===== src/source/poll_pkg.sv =====
package poll_pkg;

    // Memory port widths
    localparam int DATA_W = 8;
    localparam int ADDR_W = 5;

    // Sequencer counter widths, wide enough for any slot length and frame
    localparam int PHASE_W = 8;
    localparam int SLOT_W  = 8;

    // Command bytes
    localparam int ADDR_RESET      = 1;
    localparam int ADDR_START      = 3;
    localparam int ADDR_STOP       = 4;
    localparam int ADDR_RUN_STATUS = 7;   // Written back, never read for control

    // Readout settings
    localparam int ADDR_CHIP      = 8;
    localparam int ADDR_ROW_START = 10;
    localparam int ADDR_ROW_END   = 11;
    localparam int ADDR_COL_START = 12;
    localparam int ADDR_COL_END   = 13;
    localparam int ADDR_DELAY     = 15;   // Conversion clock delay

    localparam int READ_LAST = 23;        // Slots 1 to 23 read the memory

    // Write slots, well clear of the read slots
    localparam int SLOT_CLR_RESET  = 33;
    localparam int SLOT_CLR_START  = 37;
    localparam int SLOT_CLR_STOP   = 39;
    localparam int SLOT_RUN_STATUS = 41;

    // Phases inside one slot
    localparam int PHASE_SWITCH     = 1;  // Slot counter steps here
    localparam int PHASE_HALF_FIRST = 2;  // Write window start
    localparam int PHASE_HALF_LAST  = 6;  // Write window end
    localparam int PHASE_CHECK      = 7;  // Read data is stable by now

    localparam logic [DATA_W-1:0] CMD_ISSUE = 8'h0F;

    localparam int ROW_W    = 6;
    localparam int COL_W    = 4;
    localparam int DELAY_W  = 4;
    localparam int STATUS_W = 3;

    // One memory byte, either a command code or a setting value
    typedef union packed {
        logic [DATA_W-1:0] code;          // Whole byte vs CMD_ISSUE
        struct packed {
            logic [1:0]       spare;
            logic [ROW_W-1:0] value;      // Rows use all 6 bits, others the low 4
        } setting;
    } mem_word_u;

endpackage

===== src/source/user_command_gen.sv =====
module user_command_gen
    import poll_pkg::*;
#(
    parameter int SLOT_CLOCKS    = 10,
    parameter int SCAN_SLOTS     = 64,
    parameter int STRETCH_CLOCKS = 4
) (
    input  logic                CLK,
    input  logic                gen_reset,
    input  logic [DATA_W-1:0]   mem_rdata,
    input  logic [STATUS_W-1:0] run_status,
    output logic                mem_en,
    output logic                mem_we,
    output logic [ADDR_W-1:0]   mem_addr,
    output logic [DATA_W-1:0]   mem_wdata,
    output logic [DATA_W-1:0]   chip_address,
    output logic [ROW_W-1:0]    row_read_start,
    output logic [ROW_W-1:0]    row_read_end,
    output logic [COL_W-1:0]    column_read_start,
    output logic [COL_W-1:0]    column_read_end,
    output logic [DELAY_W-1:0]  time_delay,
    output logic                rst_pulse,
    output logic                rst,
    output logic                start_pulse,
    output logic                start,
    output logic                stop_pulse,
    output logic                stop
);

    logic [PHASE_W-1:0] phase;
    logic [SLOT_W-1:0]  slot;

    // Read side to port
    logic              rd_en;
    logic [ADDR_W-1:0] rd_addr;

    // Issue flags, read side to write side
    logic rst_flag;
    logic start_flag;
    logic stop_flag;

    // Write side to port
    logic              wr_en;
    logic [ADDR_W-1:0] wr_addr;
    logic [DATA_W-1:0] wr_data;

    slot_sequencer #(
        .SLOT_CLOCKS (SLOT_CLOCKS),
        .SCAN_SLOTS  (SCAN_SLOTS)
    ) i_slot_sequencer (
        .CLK       (CLK),
        .gen_reset (gen_reset),
        .phase     (phase),
        .slot      (slot)
    );

    command_decoder #(
        .STRETCH_CLOCKS (STRETCH_CLOCKS)
    ) i_command_decoder (
        .CLK               (CLK),
        .gen_reset         (gen_reset),
        .phase             (phase),
        .slot              (slot),
        .mem_rdata         (mem_rdata),     // Straight from the memory
        .rd_en             (rd_en),
        .rd_addr           (rd_addr),
        .rst_flag          (rst_flag),
        .start_flag        (start_flag),
        .stop_flag         (stop_flag),
        .chip_address      (chip_address),
        .row_read_start    (row_read_start),
        .row_read_end      (row_read_end),
        .column_read_start (column_read_start),
        .column_read_end   (column_read_end),
        .time_delay        (time_delay),
        .rst_pulse         (rst_pulse),
        .rst               (rst),
        .start_pulse       (start_pulse),
        .start             (start),
        .stop_pulse        (stop_pulse),
        .stop              (stop)
    );

    status_writeback i_status_writeback (
        .CLK        (CLK),
        .gen_reset  (gen_reset),
        .phase      (phase),
        .slot       (slot),
        .rst_flag   (rst_flag),
        .start_flag (start_flag),
        .stop_flag  (stop_flag),
        .run_status (run_status),
        .wr_en      (wr_en),
        .wr_addr    (wr_addr),
        .wr_data    (wr_data)
    );

    mem_port_mux i_mem_port_mux (
        .CLK       (CLK),
        .gen_reset (gen_reset),
        .rd_en     (rd_en),
        .rd_addr   (rd_addr),
        .wr_en     (wr_en),
        .wr_addr   (wr_addr),
        .wr_data   (wr_data),
        .mem_en    (mem_en),
        .mem_we    (mem_we),
        .mem_addr  (mem_addr),
        .mem_wdata (mem_wdata)
    );

endmodule


===== src/source/mem_port_mux.sv =====
module mem_port_mux
    import poll_pkg::*;
(
    input  logic              CLK,
    input  logic              gen_reset,
    input  logic              rd_en,
    input  logic [ADDR_W-1:0] rd_addr,
    input  logic              wr_en,
    input  logic [ADDR_W-1:0] wr_addr,
    input  logic [DATA_W-1:0] wr_data,
    output logic              mem_en,
    output logic              mem_we,
    output logic [ADDR_W-1:0] mem_addr,
    output logic [DATA_W-1:0] mem_wdata
);

    // Port strobes
    always_ff @(posedge CLK) begin
        if (gen_reset) begin
            mem_en <= 1'b0;
            mem_we <= 1'b0;
        end else begin
            mem_en <= rd_en || wr_en;
            mem_we <= wr_en;
        end
    end

    // Address select, write side wins a clash
    always_ff @(posedge CLK) begin
        if (wr_en) begin
            mem_addr <= wr_addr;
        end else begin
            mem_addr <= rd_addr;
        end
        mem_wdata <= wr_data;   // Only sampled by the memory with mem_we
    end

endmodule


===== src/source/status_writeback.sv =====
module status_writeback
    import poll_pkg::*;
(
    input  logic                CLK,
    input  logic                gen_reset,
    input  logic [PHASE_W-1:0]  phase,
    input  logic [SLOT_W-1:0]   slot,
    input  logic                rst_flag,
    input  logic                start_flag,
    input  logic                stop_flag,
    input  logic [STATUS_W-1:0] run_status,
    output logic                wr_en,
    output logic [ADDR_W-1:0]   wr_addr,
    output logic [DATA_W-1:0]   wr_data
);

    logic half;   // Write window inside the slot

    assign half = (phase >= PHASE_W'(PHASE_HALF_FIRST)) &&
                  (phase <= PHASE_W'(PHASE_HALF_LAST));

    // Enable is control state
    always_ff @(posedge CLK) begin
        if (gen_reset) begin
            wr_en <= 1'b0;
        end else if (half) begin
            case (slot)
                SLOT_W'(SLOT_CLR_RESET):  wr_en <= rst_flag;     // Only if issued
                SLOT_W'(SLOT_CLR_START):  wr_en <= start_flag;
                SLOT_W'(SLOT_CLR_STOP):   wr_en <= stop_flag;
                SLOT_W'(SLOT_RUN_STATUS): wr_en <= 1'b1;         // Every frame
                default:                  wr_en <= 1'b0;
            endcase
        end else begin
            wr_en <= 1'b0;
        end
    end

    // Address and data, valid whenever wr_en is
    always_ff @(posedge CLK) begin
        case (slot)
            SLOT_W'(SLOT_CLR_RESET): begin
                wr_addr <= ADDR_W'(ADDR_RESET);
                wr_data <= '0;              // Erase the command byte
            end
            SLOT_W'(SLOT_CLR_START): begin
                wr_addr <= ADDR_W'(ADDR_START);
                wr_data <= '0;
            end
            SLOT_W'(SLOT_CLR_STOP): begin
                wr_addr <= ADDR_W'(ADDR_STOP);
                wr_data <= '0;
            end
            SLOT_W'(SLOT_RUN_STATUS): begin
                wr_addr <= ADDR_W'(ADDR_RUN_STATUS);
                wr_data <= DATA_W'(run_status);   // Zero-extended
            end
            default: ;
        endcase
    end

endmodule


===== src/source/command_decoder.sv =====
module command_decoder
    import poll_pkg::*;
#(
    parameter int STRETCH_CLOCKS = 4
) (
    input  logic                CLK,
    input  logic                gen_reset,
    input  logic [PHASE_W-1:0]  phase,
    input  logic [SLOT_W-1:0]   slot,
    input  logic [DATA_W-1:0]   mem_rdata,
    output logic                rd_en,
    output logic [ADDR_W-1:0]   rd_addr,
    output logic                rst_flag,
    output logic                start_flag,
    output logic                stop_flag,
    output logic [DATA_W-1:0]   chip_address,
    output logic [ROW_W-1:0]    row_read_start,
    output logic [ROW_W-1:0]    row_read_end,
    output logic [COL_W-1:0]    column_read_start,
    output logic [COL_W-1:0]    column_read_end,
    output logic [DELAY_W-1:0]  time_delay,
    output logic                rst_pulse,
    output logic                rst,
    output logic                start_pulse,
    output logic                start,
    output logic                stop_pulse,
    output logic                stop
);

    mem_word_u word_q;      // Single input register
    logic      check;
    logic      issue;       // Current byte is a command code
    logic      issue_rst;
    logic      issue_start;
    logic      issue_stop;

    // Read address follows the slot, one clock behind
    always_ff @(posedge CLK) begin
        if (gen_reset) begin
            rd_en   <= 1'b0;
            rd_addr <= '0;
        end else if (slot >= SLOT_W'(1) && slot <= SLOT_W'(READ_LAST)) begin
            rd_en   <= 1'b1;
            rd_addr <= slot[ADDR_W-1:0];   // Slot number is the address
        end else begin
            rd_en   <= 1'b0;
            rd_addr <= '0;
        end
    end

    always_ff @(posedge CLK) begin
        word_q <= mem_rdata;    // Sampled every clock, used only at the check
    end

    assign check       = (phase == PHASE_W'(PHASE_CHECK));
    assign issue       = check && (word_q.code == CMD_ISSUE);
    assign issue_rst   = issue && (slot == SLOT_W'(ADDR_RESET));
    assign issue_start = issue && (slot == SLOT_W'(ADDR_START));
    assign issue_stop  = issue && (slot == SLOT_W'(ADDR_STOP));

    // Setting registers
    always_ff @(posedge CLK) begin
        if (gen_reset) begin
            chip_address      <= '0;
            row_read_start    <= '0;
            row_read_end      <= '0;
            column_read_start <= '0;
            column_read_end   <= '0;
            time_delay        <= '0;
        end else if (check) begin
            case (slot)
                SLOT_W'(ADDR_CHIP):      chip_address      <= word_q.code;   // Full byte
                SLOT_W'(ADDR_ROW_START): row_read_start    <= word_q.setting.value;
                SLOT_W'(ADDR_ROW_END):   row_read_end      <= word_q.setting.value;
                SLOT_W'(ADDR_COL_START): column_read_start <= word_q.setting.value[COL_W-1:0];
                SLOT_W'(ADDR_COL_END):   column_read_end   <= word_q.setting.value[COL_W-1:0];
                SLOT_W'(ADDR_DELAY):     time_delay        <= word_q.setting.value[DELAY_W-1:0];
                default: ;
            endcase
        end
    end

    // Command pulses and issue flags
    always_ff @(posedge CLK) begin
        if (gen_reset) begin
            rst_pulse   <= 1'b0;
            start_pulse <= 1'b0;
            stop_pulse  <= 1'b0;
            rst_flag    <= 1'b0;
            start_flag  <= 1'b0;
            stop_flag   <= 1'b0;
        end else begin
            rst_pulse   <= issue_rst;     // High the clock after the check
            start_pulse <= issue_start;
            stop_pulse  <= issue_stop;
            if (slot == '0) begin
                // New frame, nothing issued yet
                rst_flag   <= 1'b0;
                start_flag <= 1'b0;
                stop_flag  <= 1'b0;
            end else begin
                if (issue_rst)   rst_flag   <= 1'b1;
                if (issue_start) start_flag <= 1'b1;
                if (issue_stop)  stop_flag  <= 1'b1;
            end
        end
    end

    // Level outputs
    pulse_stretcher #(.STRETCH_CLOCKS(STRETCH_CLOCKS)) i_rst_stretch (
        .CLK       (CLK),
        .gen_reset (gen_reset),
        .pulse     (rst_pulse),
        .level     (rst)
    );

    pulse_stretcher #(.STRETCH_CLOCKS(STRETCH_CLOCKS)) i_start_stretch (
        .CLK       (CLK),
        .gen_reset (gen_reset),
        .pulse     (start_pulse),
        .level     (start)
    );

    pulse_stretcher #(.STRETCH_CLOCKS(STRETCH_CLOCKS)) i_stop_stretch (
        .CLK       (CLK),
        .gen_reset (gen_reset),
        .pulse     (stop_pulse),
        .level     (stop)
    );

endmodule


===== src/source/pulse_stretcher.sv =====
module pulse_stretcher #(
    parameter int STRETCH_CLOCKS = 4
) (
    input  logic CLK,
    input  logic gen_reset,
    input  logic pulse,
    output logic level
);

    localparam int CNT_W = (STRETCH_CLOCKS > 0) ? $clog2(STRETCH_CLOCKS + 1) : 1;

    logic [CNT_W-1:0] run_cnt;   // Clocks still to hold after the pulse

    always_ff @(posedge CLK) begin
        if (gen_reset) begin
            run_cnt <= '0;
        end else if (pulse) begin
            run_cnt <= CNT_W'(STRETCH_CLOCKS);   // Restart on every pulse
        end else if (run_cnt != '0) begin
            run_cnt <= run_cnt - 1'b1;
        end
    end

    // Pulse clock itself plus the counted tail
    assign level = pulse || (run_cnt != '0);

endmodule


===== src/source/slot_sequencer.sv =====
module slot_sequencer
    import poll_pkg::*;
#(
    parameter int SLOT_CLOCKS = 10,
    parameter int SCAN_SLOTS  = 64
) (
    input  logic               CLK,
    input  logic               gen_reset,
    output logic [PHASE_W-1:0] phase,
    output logic [SLOT_W-1:0]  slot
);

    logic phase_last;   // Final clock of a slot
    logic slot_last;    // Final slot of a frame
    logic switch_now;

    assign phase_last = (phase == PHASE_W'(SLOT_CLOCKS - 1));
    assign slot_last  = (slot == SLOT_W'(SCAN_SLOTS - 1));
    assign switch_now = (phase == PHASE_W'(PHASE_SWITCH));

    // Phase counter, one lap per slot
    always_ff @(posedge CLK) begin
        if (gen_reset) begin
            phase <= '0;
        end else if (phase_last) begin
            phase <= '0;
        end else begin
            phase <= phase + 1'b1;
        end
    end

    // Slot counter steps once per slot, new value first seen at phase 2
    always_ff @(posedge CLK) begin
        if (gen_reset) begin
            slot <= '0;
        end else if (switch_now) begin
            if (slot_last) begin
                slot <= '0;     // Frame wrap
            end else begin
                slot <= slot + 1'b1;
            end
        end
    end

endmodule


===== config.mk =====
export PLATFORM = sky130hd
export DESIGN_NAME = user_command_gen
export DESIGN_NICKNAME = d
export VERILOG_FILES = /design/src/source/poll_pkg.sv /design/src/source/user_command_gen.sv /design/src/source/mem_port_mux.sv /design/src/source/status_writeback.sv /design/src/source/command_decoder.sv /design/src/source/pulse_stretcher.sv /design/src/source/slot_sequencer.sv
export SDC_FILE = /design/constraint.sdc
export NUM_CORES = 1
export LEC_CHECK = 0
export ABC_CLOCK_PERIOD_IN_PS = 5000
export BUFFER_PORTS_ARGS = -buffer_cell sky130_fd_sc_hd__buf_2
export CORE_AREA = 2 2 121 88
export DETAILED_ROUTE_END_ITERATION = 8
export DIE_AREA = 0 0 123 90
export GPL_TIMING_DRIVEN = 0
export PLACE_DENSITY = 0.64
export SETUP_SLACK_MARGIN = 0.3
export SLEW_MARGIN = 20
export SYNTH_ARGS = -nofsm -noshare
export SYNTH_HDL_FRONTEND = slang
export SYNTH_SLANG_ARGS = --single-unit

===== constraint.sdc =====
create_clock -name CLK -period 5 [get_ports CLK]
set_clock_uncertainty 0.1 [all_clocks]
set_input_delay 1 -clock CLK [delete_from_list [all_inputs] [get_ports CLK]]
set_output_delay 1 -clock CLK [all_outputs]
set_load 0.1 [all_outputs]

==> results.yml <==
grt:
  grt_max_degree: 17
  grt_pass1_wl_um: 13900
  grt_use_total_pct: 16.2
  grt_overflow: 0
  grt_pass1_vias: 2815
  antenna_found_initial: 0
synthesis:
  synth_area_um2: 3890
  synth.most_common_cell: "dfxtp_1"
  synth-edff-count: 6
  synth-seq-cells: 94
  synth-main-ff-cell: "dfxtp_1"
  synth_top_area_cell: "dfxtp_1"
  ys_warn_count: 0
  yosysUniqueCellTypes: 48
  async_reset_ff_share_pct: 0
  yosys.area.top_type_share_pct: 45.3
  synth_area_leaders: "dfxtp_1, mux2i_1, nor2_1"
  avgSynthCellArea_um2: 10.2
  ys_seq_area_share_pct: 49.9
  synthCells: 383
  synthTopCellsByCount: "dfxtp_1, nor2_1, mux2i_1, inv_1, ha_1"
final_layout:
  syn2layout_area_growth_pct: 20.3
  post-route-util_pct: 46.8
  num-fill-cells: 964
  finish.net_count: 487
  drive_above_1_share_pct: 21.8
  num_antenna_cells: 0
floorplanning:
  start_util_pct: 38.9
  coreArea_um2: 10000
  die_h_um: 90
  die-width_um: 123
  io_pins: 66
  row_count: 31
  die_area_um2: 11100
worst_setup_path:
  crit_top_cell: "ha_1"
  r2r-start: "i_slot_sequencer.slot[0]$_SDFFE_PP0N_"
  path_cells: "inv_1 > ha_1 > ha_1 > nand2b_1 > buf_2"
  worst_ep_required_time_ns: 3.90
  path_max_fanout: 6
  cp_slowest_cell: "buf_2"
  crit_family: "buffers and inverters"
  critPathKind: "flop to output pin"
  start_kind: "flop"
  slowest_delay_ns: 0.42
  crit_start: "i_command_decoder.i_start_stretch.run_cnt[0]$_SDFFE_PP0P_"
  end_kind: "output pin"
  cp.arrival_ns: 1.71
  cp_num_buf_inv: 2
power_and_ir_drop:
  ir_worst_vdd_v: 0.000151
  power_density_nw_per_um2: 390
  pwr-share-clk_pct: 37.8
  switching_power_w: 0.000552
  cellInternalPower_w: 0.00128
  sw_frac_of_total_pct: 30.2
  p_leak_nw: 2.09
  pwr-share-seq_pct: 44.2
  p_comb_share_pct: 18.0
clock_network:
  hold_buffers: 0
  ctsRootBufferMaster: "clkbuf_16"
  cts_buffers: 9
  cts_setup_buffers: 0
  cts-resized-gates: 0
  htree_levels: 3
  cts_buffer_depth: 2
  clkSlewWorstSetupHoldPaths_ns: 0.06
  cts_tree: "yes"
  clkLatencyLatePin_ns: 0.34
  clock-sinks: 94
worst_hold_path:
  min_path_type: "flop to flop"
  min_from: "i_status_writeback.wr_data[2]$_SDFFCE_PN0P_"
sta:
  maxSlewViolCount: 0
  hold_slack_ns: 0.242
  setup_tns_ns: 0
  timing_worst_slew_pin_value_ns: 0.661
  slew_headroom_pct: 55.3
  min_period_over_period_pct: 56.2
  fin_crit_ns: 2.81
  fmax_ghz: 0.356
  finalSetupViolCount: 0
  rsz0062_at_grt: "no"
  hold_viol_final: 0
drt:
  ant_nets: 0
  drt_iter0_markers: 127
  viasPerCell: 4.88
  drt-wirelength-per-cell_um: 14.0
  totalWireLength_um: 8320
  vias: 2902
  dr.pass1.iters: 5
  post-route-drc-count: 0
placed_design:
  dp.final_hpwl_um: 5990
  gp_congestion: 0.793
  portBuffers: 60
run_status:
  status: "completed"
run:
  drv_cap: 0
-- final timing paths --
| path | depth (start not counted) | slack [ns] | end |
|---|---|---|---|
| hold reg to reg | 0 | 0.24 | i_mem_port_mux.mem_wdata[2]$_DFF_P_ |
| hold / removal | 0 | 0.24 | i_mem_port_mux.mem_wdata[2]$_DFF_P_ |
| setup reg to reg | 6 | 2.63 | i_command_decoder.row_read_end[5]$_SDFFE_PP0P_ |
| setup / recovery | 5 | 2.19 | start |
-- per-layer routing --
layer  track usage, %  up-vias  wire length (µm)
li1                 -     1454                 -
met1             21.6     1372              3950
met2             24.2       70              3760
met3             5.71        6               555
met4             5.49        0                61
met5                0        -                 0
-- stage by stage --
stage / power, W / worst slack, ns / cells / area [µm²]
2_1_floorplan: 0.00110 / 2.05 / 387 / 3910
3_3_place_gp: 0.00115 / 2.57 / 579 / 4370
3_5_place_dp: 0.00116 / 2.53 / 579 / 4370
4_1_cts: 0.00185 / 2.16 / 595 / 4680
5_1_grt: 0.00192 / 2.07 / 595 / 4680
6_report: 0.00183 / 2.19 / 595 / 4680
-- registers in the layout, indices dropped and copies added (netlist names), 3 cells and up --
signal and count:
i_status_writeback.wr_data 3, i_command_decoder.i_start_stretch.run_cnt 3, i_command_decoder.row_read_end 6, i_command_decoder.i_stop_stretch.run_cnt 3, i_command_decoder.rd_addr 5, i_status_writeback.wr_addr 3, i_command_decoder.i_rst_stretch.run_cnt 3, i_mem_port_mux.mem_wdata 3
i_mem_port_mux.mem_addr 5, i_command_decoder.time_delay 4, i_command_decoder.column_read_start 4, i_command_decoder.word_q 8, i_slot_sequencer.slot 8, i_slot_sequencer.phase 8, i_command_decoder.row_read_start 6, i_command_decoder.chip_address 8
i_command_decoder.column_read_end 4
-- layout by cell type (no fill, tap or decap), drive strengths merged, types with 3 or more instances in the layout --
cell / count
xnor2: 5
mux2: 3
nand2b: 10
nor2b: 11
buf: 73
a21oi: 11
nor2: 55
nand4b: 4
clkbuf: 21
and4: 3
ha: 16
edfxtp: 6
dfxtp: 88
nand2: 7
clkinv: 3
xor2: 9
inv: 19
and4b: 3
nand3: 6
mux2i: 29
a211oi: 3
nor4: 6
nor4bb: 3
o21ai: 10
and2: 12
conb: 5
nor3: 12
nand4: 9
-- power groups by stage --
stage	clock network, W	registers (W)	logic, W
finish	0.000691	0.000807	0.000329
detailed placement	0	0.000824	0.000332
global route	0.000746	0.000811	0.000363
floorplan	0	0.000828	0.000269
global placement	0	0.000823	0.000322
CTS	0.000713	0.000807	0.000334
-- final cells by class --
| type | count | area [µm²] | share of cell area, % |
|---|---|---|---|
| plain buffers | 24 | 125 | 2.67 |
| repair buffers | 60 | 300 | 6.42 |
| clock buffers | 10 | 239 | 5.11 |
| inverters | 18 | 67.6 | 1.44 |
| well taps | 132 | 165 | 3.53 |
| flip-flops and latches | 94 | 1940 | 41.5 |
| multi-input cells | 251 | 1770 | 37.9 |
| clock inverters | 6 | 68.8 | 1.47 |
-- logic make-up after synthesis --
group	share of synthesized area (%)
flip-flops	49.9
adder cells (fa/ha/maj)	5.14
multiplexers	8.33
other	0.0963
AND/OR/NAND/NOR	23.1
XOR/XNOR	3.15
AO/OA/AOI/OAI	5.30
buffers and inverters	4.95
-- worst reg2reg max path, cell delays in order, from the launching register on --
cell	delay [ns]
dfxtp_1	0.49
ha_1	0.20
clkbuf_1	0.38
nor4bb_1	0.43
nand4_2	0.32
mux2i_1	0.27
nor2_1	0.06
Note: power is estimated with default switching activity, not from simulation.
